$ cat src/hdl/rv_pkg.sv
package rv_pkg;

    localparam int xlen           = 32;
    localparam int mem_depth_log2 = 8;

    // Major opcodes of the supported subset
    localparam logic [6:0] op_r_type = 7'b0110011;
    localparam logic [6:0] op_i_type = 7'b0010011;
    localparam logic [6:0] op_load   = 7'b0000011;
    localparam logic [6:0] op_store  = 7'b0100011;
    localparam logic [6:0] op_branch = 7'b1100011;

    typedef enum logic [3:0] {
        add, sub, sll, slt, sltu, xor_op, srl, sra, or_op, and_op
    } alu_op_e;

    typedef enum logic [2:0] {
        not_branch, branch_beq, branch_bne
    } branch_op_e;

    // ------------------------------------------------------------
    // Instruction word views
    // ------------------------------------------------------------
    typedef struct packed {
        logic [6:0] funct7;
        logic [4:0] rs2;
        logic [4:0] rs1;
        logic [2:0] funct3;
        logic [4:0] rd;
        logic [6:0] opcode;
    } r_fmt_t;

    typedef struct packed {
        logic [11:0] imm_11_0;
        logic [4:0]  rs1;
        logic [2:0]  funct3;
        logic [4:0]  rd;
        logic [6:0]  opcode;
    } i_fmt_t;

    typedef struct packed {
        logic [6:0] imm_11_5;
        logic [4:0] rs2;
        logic [4:0] rs1;
        logic [2:0] funct3;
        logic [4:0] imm_4_0;
        logic [6:0] opcode;
    } s_fmt_t;

    typedef struct packed {
        logic       imm_12;
        logic [5:0] imm_10_5;
        logic [4:0] rs2;
        logic [4:0] rs1;
        logic [2:0] funct3;
        logic [3:0] imm_4_1;
        logic       imm_11;
        logic [6:0] opcode;
    } b_fmt_t;

    typedef union packed {
        r_fmt_t r_fmt;
        i_fmt_t i_fmt;
        s_fmt_t s_fmt;
        b_fmt_t b_fmt;
    } instr_u;

endpackage

$ cat src/hdl/mem_port_if.sv
`timescale 1ns/10ps

interface mem_port_if;
    import rv_pkg::*;

    logic            req;
    logic            we;
    logic [xlen-1:0] addr;
    logic [xlen-1:0] wdata;
    logic [xlen-1:0] rdata;
    logic            ready;   // One-cycle pulse per request

    modport core   (output req, we, addr, wdata, input rdata, ready);
    modport memory (input req, we, addr, wdata, output rdata, ready);

endinterface

$ cat src/hdl/register_file.sv
`timescale 1ns/10ps

module register_file (
    input  logic                    clk,
    input  logic                    reset_n,
    input  logic [4:0]              rs1_addr,
    input  logic [4:0]              rs2_addr,
    input  logic [4:0]              rd_addr,
    input  logic                    rd_we,
    input  logic [rv_pkg::xlen-1:0] rd_data,
    output logic [rv_pkg::xlen-1:0] rs1_data,
    output logic [rv_pkg::xlen-1:0] rs2_data
);
    import rv_pkg::*;

    logic [xlen-1:0] regs [1:31];   // x0 has no storage

    // Zero for x0, bypass for a write in flight
    function automatic logic [xlen-1:0] read_reg(input logic [4:0] addr);
        if (addr == 5'd0) begin
            return '0;
        end else if (rd_we && rd_addr == addr) begin
            return rd_data;
        end
        return regs[addr];
    endfunction

    always_ff @(posedge clk or negedge reset_n) begin
        if (!reset_n) begin
            for (int i = 1; i < 32; i++) begin
                regs[i] <= '0;
            end
        end else if (rd_we && rd_addr != 5'd0) begin
            regs[rd_addr] <= rd_data;
        end
    end

    always_comb begin
        rs1_data = read_reg(rs1_addr);
        rs2_data = read_reg(rs2_addr);
    end

    // A written value lands in storage by the next edge
    a_write_kept: assert property (@(posedge clk) disable iff (!reset_n)
        (rd_we && rd_addr != 5'd0) |=> regs[$past(rd_addr)] == $past(rd_data));

endmodule

$ cat src/hdl/alu_unit.sv
`timescale 1ns/10ps

module alu_unit (
    input  rv_pkg::alu_op_e         op,
    input  logic [rv_pkg::xlen-1:0] a,
    input  logic [rv_pkg::xlen-1:0] b,
    output logic [rv_pkg::xlen-1:0] result
);
    import rv_pkg::*;

    logic [4:0] shamt;

    assign shamt = b[4:0];   // Only low five bits shift

    always_comb begin
        case (op)
            add:     result = a + b;
            sub:     result = a - b;
            sll:     result = a << shamt;
            slt:     result = {{(xlen-1){1'b0}}, $signed(a) < $signed(b)};
            sltu:    result = {{(xlen-1){1'b0}}, a < b};
            xor_op:  result = a ^ b;
            srl:     result = a >> shamt;
            sra:     result = $unsigned($signed(a) >>> shamt);
            or_op:   result = a | b;
            and_op:  result = a & b;
            default: result = '0;
        endcase
    end

endmodule

$ cat src/hdl/cpu_core.sv
`timescale 1ns/10ps

module cpu_core (
    input  logic                              clk,
    input  logic                              reset_n,
    output logic [rv_pkg::mem_depth_log2-1:0] imem_addr,
    input  logic [31:0]                       imem_data,
    mem_port_if.core                          dmem,
    output logic                              retire_valid,
    output logic [4:0]                        retire_rd,
    output logic [rv_pkg::xlen-1:0]           retire_data
);
    import rv_pkg::*;

    logic [xlen-1:0] pc;
    logic            ifid_valid;
    logic [xlen-1:0] ifid_pc;
    instr_u          ifid_ir;

    logic            idex_valid, idex_reg_write, idex_mem_read, idex_mem_write, idex_alu_src;
    logic [xlen-1:0] idex_pc, idex_imm, idex_rs1_data, idex_rs2_data;
    logic [4:0]      idex_rs1, idex_rs2, idex_rd;
    alu_op_e         idex_alu_op;
    branch_op_e      idex_branch_op;

    logic            exmem_valid, exmem_reg_write, exmem_mem_read, exmem_mem_write;
    logic [xlen-1:0] exmem_alu_out, exmem_store_data, exmem_branch_target;
    logic [4:0]      exmem_rd;
    branch_op_e      exmem_branch_op;

    logic            memwb_valid, memwb_reg_write, memwb_mem_read;
    logic [xlen-1:0] memwb_alu_out, memwb_load_data, wb_data;
    logic [4:0]      memwb_rd;
    logic            wb_we;

    // Hazard controls
    logic freeze, load_use, branch_taken;

    // ------------------------------------------------------------
    // Fetch and decode
    // ------------------------------------------------------------
    logic [6:0]      id_opcode;
    logic [4:0]      id_rs1, id_rs2;
    logic [xlen-1:0] id_rs1_data, id_rs2_data, id_imm;
    logic            id_legal, id_reg_write, id_mem_read, id_mem_write, id_alu_src, id_uses_rs2;
    alu_op_e         id_alu_op;
    branch_op_e      id_branch_op;

    assign imem_addr = pc[mem_depth_log2+1:2];   // Word index
    assign id_opcode = ifid_ir.r_fmt.opcode;
    assign id_rs1    = ifid_ir.r_fmt.rs1;
    assign id_rs2    = ifid_ir.r_fmt.rs2;

    function automatic alu_op_e alu_from_funct(input logic [2:0] f3, input logic alt);
        case (f3)
            3'b000:  return alt ? sub : add;
            3'b001:  return sll;
            3'b010:  return slt;
            3'b011:  return sltu;
            3'b100:  return xor_op;
            3'b101:  return alt ? sra : srl;
            3'b110:  return or_op;
            default: return and_op;
        endcase
    endfunction

    register_file u_regfile (
        .clk(clk), .reset_n(reset_n),
        .rs1_addr(id_rs1), .rs2_addr(id_rs2),
        .rd_addr(memwb_rd), .rd_we(wb_we), .rd_data(wb_data),
        .rs1_data(id_rs1_data), .rs2_data(id_rs2_data)
    );

    always_comb begin
        id_legal     = 1'b0;
        id_reg_write = 1'b0;
        id_mem_read  = 1'b0;
        id_mem_write = 1'b0;
        id_alu_src   = 1'b0;
        id_uses_rs2  = 1'b0;
        id_alu_op    = add;
        id_branch_op = not_branch;
        id_imm       = {{20{ifid_ir.i_fmt.imm_11_0[11]}}, ifid_ir.i_fmt.imm_11_0};
        case (id_opcode)
            op_r_type: begin
                id_legal     = 1'b1;
                id_reg_write = 1'b1;
                id_uses_rs2  = 1'b1;
                id_alu_op    = alu_from_funct(ifid_ir.r_fmt.funct3, ifid_ir.r_fmt.funct7[5]);
            end
            op_i_type: begin
                id_legal     = 1'b1;
                id_reg_write = 1'b1;
                id_alu_src   = 1'b1;
                // funct7 bit only selects srai, addi has no subtract form
                id_alu_op    = alu_from_funct(ifid_ir.i_fmt.funct3,
                    ifid_ir.i_fmt.funct3 == 3'b101 && ifid_ir.r_fmt.funct7[5]);
            end
            op_load: begin
                id_legal     = ifid_ir.i_fmt.funct3 == 3'b010;   // LW only
                id_reg_write = 1'b1;
                id_mem_read  = 1'b1;
                id_alu_src   = 1'b1;
            end
            op_store: begin
                id_legal     = ifid_ir.s_fmt.funct3 == 3'b010;   // SW only
                id_mem_write = 1'b1;
                id_alu_src   = 1'b1;
                id_uses_rs2  = 1'b1;
                id_imm       = {{20{ifid_ir.s_fmt.imm_11_5[6]}}, ifid_ir.s_fmt.imm_11_5,
                                ifid_ir.s_fmt.imm_4_0};
            end
            op_branch: begin
                id_legal     = ifid_ir.b_fmt.funct3 == 3'b000 || ifid_ir.b_fmt.funct3 == 3'b001;
                id_uses_rs2  = 1'b1;
                id_alu_op    = sub;   // Compare by subtraction
                id_branch_op = ifid_ir.b_fmt.funct3[0] ? branch_bne : branch_beq;
                id_imm       = {{19{ifid_ir.b_fmt.imm_12}}, ifid_ir.b_fmt.imm_12,
                                ifid_ir.b_fmt.imm_11, ifid_ir.b_fmt.imm_10_5,
                                ifid_ir.b_fmt.imm_4_1, 1'b0};
            end
            default: ;   // Unknown word becomes a bubble
        endcase
    end

    // ------------------------------------------------------------
    // Execute with forwarding
    // ------------------------------------------------------------
    logic [xlen-1:0] fwd_rs1, fwd_rs2, alu_b, alu_out;

    always_comb begin
        if (exmem_valid && exmem_reg_write && exmem_rd != 5'd0 && exmem_rd == idex_rs1) begin
            fwd_rs1 = exmem_alu_out;
        end else if (memwb_valid && memwb_reg_write && memwb_rd != 5'd0 &&
                     memwb_rd == idex_rs1) begin
            fwd_rs1 = wb_data;
        end else begin
            fwd_rs1 = idex_rs1_data;
        end
        if (exmem_valid && exmem_reg_write && exmem_rd != 5'd0 && exmem_rd == idex_rs2) begin
            fwd_rs2 = exmem_alu_out;
        end else if (memwb_valid && memwb_reg_write && memwb_rd != 5'd0 &&
                     memwb_rd == idex_rs2) begin
            fwd_rs2 = wb_data;
        end else begin
            fwd_rs2 = idex_rs2_data;
        end
    end

    assign alu_b = idex_alu_src ? idex_imm : fwd_rs2;

    alu_unit u_alu (.op(idex_alu_op), .a(fwd_rs1), .b(alu_b), .result(alu_out));

    // ------------------------------------------------------------
    // Memory, writeback and hazards
    // ------------------------------------------------------------
    assign dmem.req   = exmem_valid && (exmem_mem_read || exmem_mem_write);
    assign dmem.we    = exmem_valid && exmem_mem_write;
    assign dmem.addr  = exmem_alu_out;
    assign dmem.wdata = exmem_store_data;

    assign freeze       = dmem.req && !dmem.ready;
    assign branch_taken = exmem_valid &&
        ((exmem_branch_op == branch_beq && exmem_alu_out == '0) ||
         (exmem_branch_op == branch_bne && exmem_alu_out != '0));
    assign load_use     = idex_valid && idex_mem_read && idex_rd != 5'd0 && ifid_valid &&
        (idex_rd == id_rs1 || (id_uses_rs2 && idex_rd == id_rs2));

    assign wb_data      = memwb_mem_read ? memwb_load_data : memwb_alu_out;
    assign wb_we        = memwb_valid && memwb_reg_write && !freeze;
    assign retire_valid = wb_we && memwb_rd != 5'd0;
    assign retire_rd    = memwb_rd;
    assign retire_data  = wb_data;

    always_ff @(posedge clk or negedge reset_n) begin
        if (!reset_n) begin
            pc          <= '0;
            ifid_valid  <= 1'b0;
            idex_valid  <= 1'b0;
            exmem_valid <= 1'b0;
            memwb_valid <= 1'b0;
        end else if (!freeze) begin
            memwb_valid <= exmem_valid;
            exmem_valid <= idex_valid && !branch_taken;
            idex_valid  <= ifid_valid && id_legal && !branch_taken && !load_use;
            if (branch_taken) begin
                pc         <= exmem_branch_target;
                ifid_valid <= 1'b0;
            end else if (!load_use) begin
                pc         <= pc + xlen'(4);
                ifid_valid <= 1'b1;
            end
        end
    end

    // Payload, qualified by the valid bits
    always_ff @(posedge clk) begin
        if (!freeze) begin
            if (!load_use) begin
                ifid_pc <= pc;
                ifid_ir <= imem_data;
            end
            idex_pc             <= ifid_pc;
            idex_rs1            <= id_rs1;
            idex_rs2            <= id_rs2;
            idex_rd             <= ifid_ir.r_fmt.rd;
            idex_imm            <= id_imm;
            idex_rs1_data       <= id_rs1_data;
            idex_rs2_data       <= id_rs2_data;
            idex_alu_op         <= id_alu_op;
            idex_alu_src        <= id_alu_src;
            idex_reg_write      <= id_reg_write;
            idex_mem_read       <= id_mem_read;
            idex_mem_write      <= id_mem_write;
            idex_branch_op      <= id_branch_op;
            exmem_alu_out       <= alu_out;
            exmem_store_data    <= fwd_rs2;
            exmem_branch_target <= idex_pc + idex_imm;
            exmem_rd            <= idex_rd;
            exmem_reg_write     <= idex_reg_write;
            exmem_mem_read      <= idex_mem_read;
            exmem_mem_write     <= idex_mem_write;
            exmem_branch_op     <= idex_branch_op;
            memwb_alu_out       <= exmem_alu_out;
            memwb_load_data     <= dmem.rdata;   // Valid on the ready cycle
            memwb_rd            <= exmem_rd;
            memwb_reg_write     <= exmem_reg_write;
            memwb_mem_read      <= exmem_mem_read;
        end
    end

    a_req_held: assert property (@(posedge clk) disable iff (!reset_n)
        dmem.req && !dmem.ready |=> dmem.req && $stable(dmem.we) &&
            $stable(dmem.addr) && $stable(dmem.wdata));

    // A load-use stall lasts a single cycle
    a_stall_once: assert property (@(posedge clk) disable iff (!reset_n)
        (load_use && !freeze && !branch_taken) |=> !load_use);

endmodule

$ cat src/flat_wrapper.sv
// flat-port wrapper written by rule: the top's interface ports become plain ports
module cpu_core_flat import rv_pkg::*;
  (clk, reset_n, imem_addr, imem_data, retire_valid, retire_rd, retire_data, dmem_req, dmem_we, dmem_addr, dmem_wdata, dmem_rdata, dmem_ready);
  mem_port_if dmem_i ();
  input  logic clk;
  input  logic reset_n;
  output logic [rv_pkg::mem_depth_log2-1:0] imem_addr;
  input  logic [31:0] imem_data;
  output logic retire_valid;
  output logic [4:0] retire_rd;
  output logic [rv_pkg::xlen-1:0] retire_data;
  output wire logic [$bits(dmem_i.req)-1:0] dmem_req;
  output wire logic [$bits(dmem_i.we)-1:0] dmem_we;
  output wire logic [$bits(dmem_i.addr)-1:0] dmem_addr;
  output wire logic [$bits(dmem_i.wdata)-1:0] dmem_wdata;
  input wire logic [$bits(dmem_i.rdata)-1:0] dmem_rdata;
  input wire logic [$bits(dmem_i.ready)-1:0] dmem_ready;
  assign dmem_req = dmem_i.req;
  assign dmem_we = dmem_i.we;
  assign dmem_addr = dmem_i.addr;
  assign dmem_wdata = dmem_i.wdata;
  assign dmem_i.rdata = dmem_rdata;
  assign dmem_i.ready = dmem_ready;
  cpu_core u_core (.clk(clk), .reset_n(reset_n), .imem_addr(imem_addr), .imem_data(imem_data), .dmem(dmem_i), .retire_valid(retire_valid), .retire_rd(retire_rd), .retire_data(retire_data));
endmodule
$ cat config.mk
export PLATFORM = sky130hd
export DESIGN_NAME = cpu_core_flat
export DESIGN_NICKNAME = d
export VERILOG_FILES = /design/src/hdl/rv_pkg.sv /design/src/hdl/mem_port_if.sv /design/src/hdl/register_file.sv /design/src/hdl/alu_unit.sv /design/src/hdl/cpu_core.sv /design/src/flat_wrapper.sv
export SDC_FILE = /design/constraint.sdc
export NUM_CORES = 2
export LEC_CHECK = 0
export BUFFER_PORTS_ARGS = -buffer_cell sky130_fd_sc_hd__buf_2
export CAP_MARGIN = 40
export CORE_ASPECT_RATIO = 0.9
export CORE_UTILIZATION = 64
export DETAILED_ROUTE_END_ITERATION = 8
export GPL_ROUTABILITY_DRIVEN = 0
export PLACE_DENSITY = 0.92
export SYNTH_ARGS = -nofsm -noshare
export SYNTH_HDL_FRONTEND = slang
export SYNTH_SLANG_ARGS = --single-unit
$ cat constraint.sdc
create_clock -name clk -period 9.97 [get_ports clk]
set_clock_uncertainty 0.15 [all_clocks]
set_input_delay 0 -clock clk [delete_from_list [all_inputs] [get_ports clk]]
set_output_delay 0 -clock clk [all_outputs]
set_load 0.02 [all_outputs]
==> results of run 1 <==
logic make-up after synthesis:
| family | count (synthesis) |
|---|---|
| AOI/OAI and AO/OA | 1843 |
| xor gates and xnor gates | 53 |
| adders and majority gates | 110 |
| buffers and inverters | 777 |
| DFF | 1315 |
| muxes | 842 |
| and+or+nand+nor | 1811 |
cells in the mapped netlist (15+ instances only):
| library cell | number | area, um^2 |
|---|---|---|
| a211oi_1 | 41 | 308 |
| a21o_1 | 22 | 165 |
| a21oi_1 | 1023 | 5120 |
| a221oi_1 | 34 | 298 |
| a22o_1 | 69 | 604 |
| a31oi_1 | 31 | 194 |
| buf_1 | 53 | 199 |
| buf_2 | 38 | 190 |
| buf_4 | 18 | 135 |
| clkbuf_1 | 523 | 1960 |
| dfrtp_1 | 1006 | 25200 |
| edfxtp_1 | 309 | 9280 |
| ha_1 | 107 | 1340 |
| inv_1 | 138 | 518 |
| mux2_2 | 93 | 1050 |
| mux2i_1 | 150 | 1500 |
| mux4_2 | 595 | 13400 |
| nand2_1 | 386 | 1450 |
| nand2b_1 | 20 | 125 |
| nand3_1 | 37 | 185 |
| nand4_1 | 42 | 263 |
| nor2_1 | 1110 | 4170 |
| nor2b_1 | 15 | 93.8 |
| nor3_1 | 104 | 521 |
| nor4_1 | 23 | 144 |
| o211ai_1 | 39 | 293 |
| o21a_1 | 32 | 240 |
| o21ai_0 | 335 | 1680 |
| o21bai_1 | 24 | 180 |
| o221ai_1 | 15 | 131 |
| o22ai_1 | 22 | 138 |
| o31ai_1 | 21 | 158 |
| xnor2_1 | 26 | 228 |
| xor2_1 | 27 | 236 |
through the flow:
stage / instances / hold slack (ns) / instance area (um^2) / utilization (%) / worst slack [ns]
4_1_cts: 8334 / 0.235 / 82400 / 72.6 / 2.50
3_5_place_dp: 7964 / -0.00612 / 76700 / 67.5 / 2.65
3_3_place_gp: 7917 / -0.0173 / 75600 / 66.6 / 2.39
2_1_floorplan: 6751 / -0.446 / 73700 / - / 1.17
routing by layer:
metal | track usage (%) | overflow
met3 | 61.4 | 9
met4 | 62.4 | 37
met2 | 79.5 | 25
met1 | 63.6 | 3
met5 | 47.0 | 0
repair_timing:
action                                  CTS
hold buffers                            132
endpoints found under the setup margin    0
setup buffers                             0
gates resized for setup                   0
hold endpoints to repair                246
==> metrics.md, run 1 <==
| Metric | Value |
|---|---|
| Synthesized instance count | ~6800 |
| Clock Tree Root | clkbuf_16 |
| Distinct cells, synth | 90 |
| Post-synthesis adder-cell area fraction | 1.90% |
| XOR/XNOR Fraction of Synth Area | 0.630% |
| #FFs+latches synth | roughly 1300 |
| Post-synthesis cell area | 73700 um^2 |
| Die X | 360 um |
| Stop err | [ERROR GRT-0232] Routing congestion too high. Check the congestion heatmap in the GUI. |
| Status | did not finish |
| Average size of a mapped cell | 10.9 um^2 |
| TritonCTS buffer count | 132 |
| Ys Warns | 0 |
| Die Height | 324 um |
| H-Tree Depth | 4 |
| Post-Synth Simple-Gate Area | between 10% and 20% |
| Ys flop type | dfrtp_1 |
| Post-synth ARST share | around 77% |
| Largest net degree at the start of global routing | around 200 |
| GRT Overall Usage | 67.1% |
| Initial antenna violation count | 72 |
| CTS max path bufs | 3 |
| Gr ovfl total | 74 |
| Part of the Yosys area used for sequential elements | 46.8% |
| Last stage | 5_1_grt |
| # port buffers | 178 |
| Compound-Gate Fraction of Synth Area | 14.6% |
| Syn nets | 6928 |
| Largest family of logic cells by synthesized area | multiplexers |
| Mux share of post-synthesis cell area | 21.7% |
| IO Pins | 179 |
| Row Count | ~120 |
| Post-DP HPWL | roughly 170000 um |
| Initial core utilization | 64.8% |
| Post-synth EDFFs | approximately 300 |
| # clock sinks | 1315 |
==> inputs of run 2 (changes only) <==
--- a/config.mk
+++ b/config.mk
@@ -7,11 +7,10 @@
 export LEC_CHECK = 0
 export BUFFER_PORTS_ARGS = -buffer_cell sky130_fd_sc_hd__buf_2
 export CAP_MARGIN = 40
-export CORE_ASPECT_RATIO = 0.9
-export CORE_UTILIZATION = 64
+export CORE_UTILIZATION = 40
 export DETAILED_ROUTE_END_ITERATION = 8
 export GPL_ROUTABILITY_DRIVEN = 0
-export PLACE_DENSITY = 0.92
+export PLACE_DENSITY_LB_ADDON = 0.15
 export SYNTH_ARGS = -nofsm -noshare
 export SYNTH_HDL_FRONTEND = slang
 export SYNTH_SLANG_ARGS = --single-unit
==> run 2 against run 1 <==
Effect of this change: the run now ends clean; synthesized area is the same; synthesized cell count did not move.
==> metrics.md, run 2 <==
| Metric | Value |
|---|---|
| First-pass GRT wire length | 406000 um |
| Part of the Yosys area used for sequential elements | 46.8% (unchanged) |
| Worst endpoint required time | 10.36 ns |
| # port buffers | 178 (unchanged) |
| Reg2reg start | u_core.exmem_rd[1] |
| Post-synth ARST share | 76.5% (unchanged) |
| Row Count | 157 (+34%) |
| Die Height | 431 um (+33%) |
| Worst slack, placed | 2.36 ns (-0.295 ns) |
| Worst hold path class | primary input to flip-flop |
| Fmax | between 100 and 150 MHz |
| Largest register FFs | 992 |
| Postcts setup bufs | 0 (unchanged) |
| Distinct cells, synth | 90 (unchanged) |
| Critical path's slowest cell | o311ai_4 |
| Leakage | 35.9 nW |
| Vias | 58000 |
| #FFs+latches synth | 1315 (unchanged) |
| # nets final | 6988 |
| CP peak stage delay | 0.81 ns |
| Gr ovfl total | 0 |
| Most frequent cells in the layout | 1081 x nor2_1, 1023 x a21oi_1, 1006 x dfrtp_1 |
| Iteration-0 DRC Markers | 6212 |
| Initial core utilization | 40.2% (-25 points) |
| Synth-to-Final Area Change | 15.1% |
| CTS max path bufs | 3 (unchanged) |
| Final slew viol count | 0 |
| Final core occ | 46.3% |
| Total power | 13.0 mW |
| Drt total wl | 279000 um |
| Yosys top cell by area | dfrtp_1 |
| Clk pin slew, worst setup/hold paths | 0.06 ns |
| Setup ws final | 2.15 ns |
| Vias in the first global route | around 57000 |
| Die X | 431 um (+20%) |
| Largest net degree at the start of global routing | 169 |
| Layout cells sized above 1 | 21.2% |
| TritonCTS buffer count | 149 (+13%) |
| PD cells | 153 nW/um^2 |
| Post-synthesis cell area | 73700 um^2 (unchanged) |
| Post-synth EDFFs | 309 (unchanged) |
| Final setup viols | 0 |
| Count leader, synth | nor2_1 |
| Setup CP Type | flip-flop to flip-flop |
| Status | completed |
| Synthesized instance count | 6751 (unchanged) |
| Most common cell after layout, fill and taps aside | nor2_1 |
| Top cell type's share of synthesized area | 34.2% (unchanged) |
| IO Pins | 179 (unchanged) |
| Routed WL per cell | 29.7 um |
| Final hold vios | 0 |
| Initial antenna violation count | 9 |
| Worst hold start | dmem_ready |
| Area contributors post-synth | dfrtp_1 34%, mux4_2 18%, edfxtp_1 13% |
| Worst-Margin Slew | around 1 ns |
| Vias per inst | 6.17 |
| Core ar. | between 150000 and 200000 um^2 |
| Clk_lat worst skew | approximately 0.83 ns |
| Ys flop type | dfrtp_1 |
| Final ANT Viol Nets | 0 |
| Final Instance Area | 84800 um^2 |
| Maximum vdd drop | ~0.18 mV |
| Crit end category | flip-flop |
| Ys Warns | 0 (unchanged) |
| Syn nets | 6928 (unchanged) |
| Biggest register | u_core.u_regfile.regs |
| Cts hold-fix bufs | 132 (unchanged) |
| H-Tree Depth | 4 (unchanged) |
| Setup TNS Final | 0 ns |
| Relative slew slack | 32.6% |
| RSZ-0062 raised after global routing | false |
| TritonCTS clock tree | yes |
| Post-CTS Resized | 0 (unchanged) |
| Final min period | 7.82 ns |
| Average size of a mapped cell | 10.9 um^2 (unchanged) |
| Part of the cycle the worst path needs | 78.4% |
| Clock Tree Root | clkbuf_16 |
| Non-Filler Instances | 9401 |
| Cell Chain, Critical Path | or3_1 -> o311a_1 -> buf_4 -> and3_2 -> o311ai_4 -> nand2_4 -> inv_4 -> ha_1 -> nor3b_1 -> a2111oi_0 -> nor4_1 -> o21ai_0 -> a2111oi_0 -> buf_4 -> nor3_1 -> or2_2 -> a221o_1 -> o21ai_0 -> nand3_1 |
| # clock sinks | 1315 (unchanged) |
| Max Cap Viol | 0 |
| DRT Pass-1 Iters | 7 |
| Placed Area | 78400 um^2 (+2.2%) |
| Critical path launch point type | flip-flop |
| Total placed cells including tap cells | 8989 (+13%) |
| Hold WS | 0.188 ns |
| Die area | 186000 um^2 |
| CP max FO | 46 |
| Post-DP HPWL | 179000 um (+7.9%) |
| GRT Overall Usage | approximately 30% |
| Crit path from | u_core.exmem_rd[1] |
| CP arrival | 8.21 ns |
| DRC violations left | 0 |
| Synth cell count leaders | 1110 x nor2_1, 1023 x a21oi_1, 1006 x dfrtp_1 |
==> run 2: cell counts after synthesis <==
No cell type changed its count.
==> run 2: cells by family after synthesis <==
logic type,Yosys count,share of synthesized area (%)
compound gates,1843,14.6
simple gates,1811,10.2
mux,842,21.7
xor+xnor,53,0.630
flops,1315,46.8
buf+inv,777,4.15
fa+ha+maj,110,1.90
==> run 2: area by class of cell <==
| class | instances | area (um^2) |
|---|---|---|
| Fill cell | 16900 | 98300 |
| Multi-Input combinational cell | 4659 | 36800 |
| Clock buffer | 215 | 4390 |
| Inverter | 142 | 543 |
| Antenna cell | 6 | 15.0 |
| Sequential cell | 1315 | 34500 |
| Tap cell | 2464 | 3080 |
| Timing Repair Buffer | 544 | 4810 |
| Clock inverter | 56 | 653 |
==> run 2: path summary, 6_finish.rpt <==
kind | slack (ns) | end | cells past startpoint
max in group asynchronous | 7.61 | u_core.pc[1] | 5
min in group asynchronous | 0.25 | u_core.u_regfile.regs[836] | 4
setup / recovery | 2.15 | u_core.dmem.addr[29] | 19
setup reg to reg | 2.15 | u_core.dmem.addr[29] | 19
hold reg to reg | 0.27 | u_core.idex_pc[4] | 0
hold / removal | 0.19 | u_core.idex_valid | 5
==> run 2: power breakdown <==
part           switching [mW]  leakage, nW  internal (mW)
logic                   0.892         15.9          0.506
registers               0.166         17.6           5.70
clock network            2.40         2.49           3.31
total                    3.46         35.9           9.52
==> run 2: worst max-delay path, delay by kind of cell, from the launching register on <==
family,cells,cell delay [ns]
compound gates,7,2.70
fa+ha+maj,1,0.31
buf+inv,3,1.08
flops,1,0.46
simple gates,8,2.81
==> run 2: metal layers <==
| metal | vias to the layer above | GRT usage (%) | share of wire (%) |
|---|---|---|---|
| met5 | - | 0 | 0.019 |
| met4 | 4 | 15.7 | 6.1 |
| met3 | 703 | 5.23 | 7.9 |
| met2 | 2774 | 46.6 | 46 |
| met1 | 29400 | 40.2 | 40 |
| li1 | 25100 | - | - |
Power figures use the tool's default switching activity.
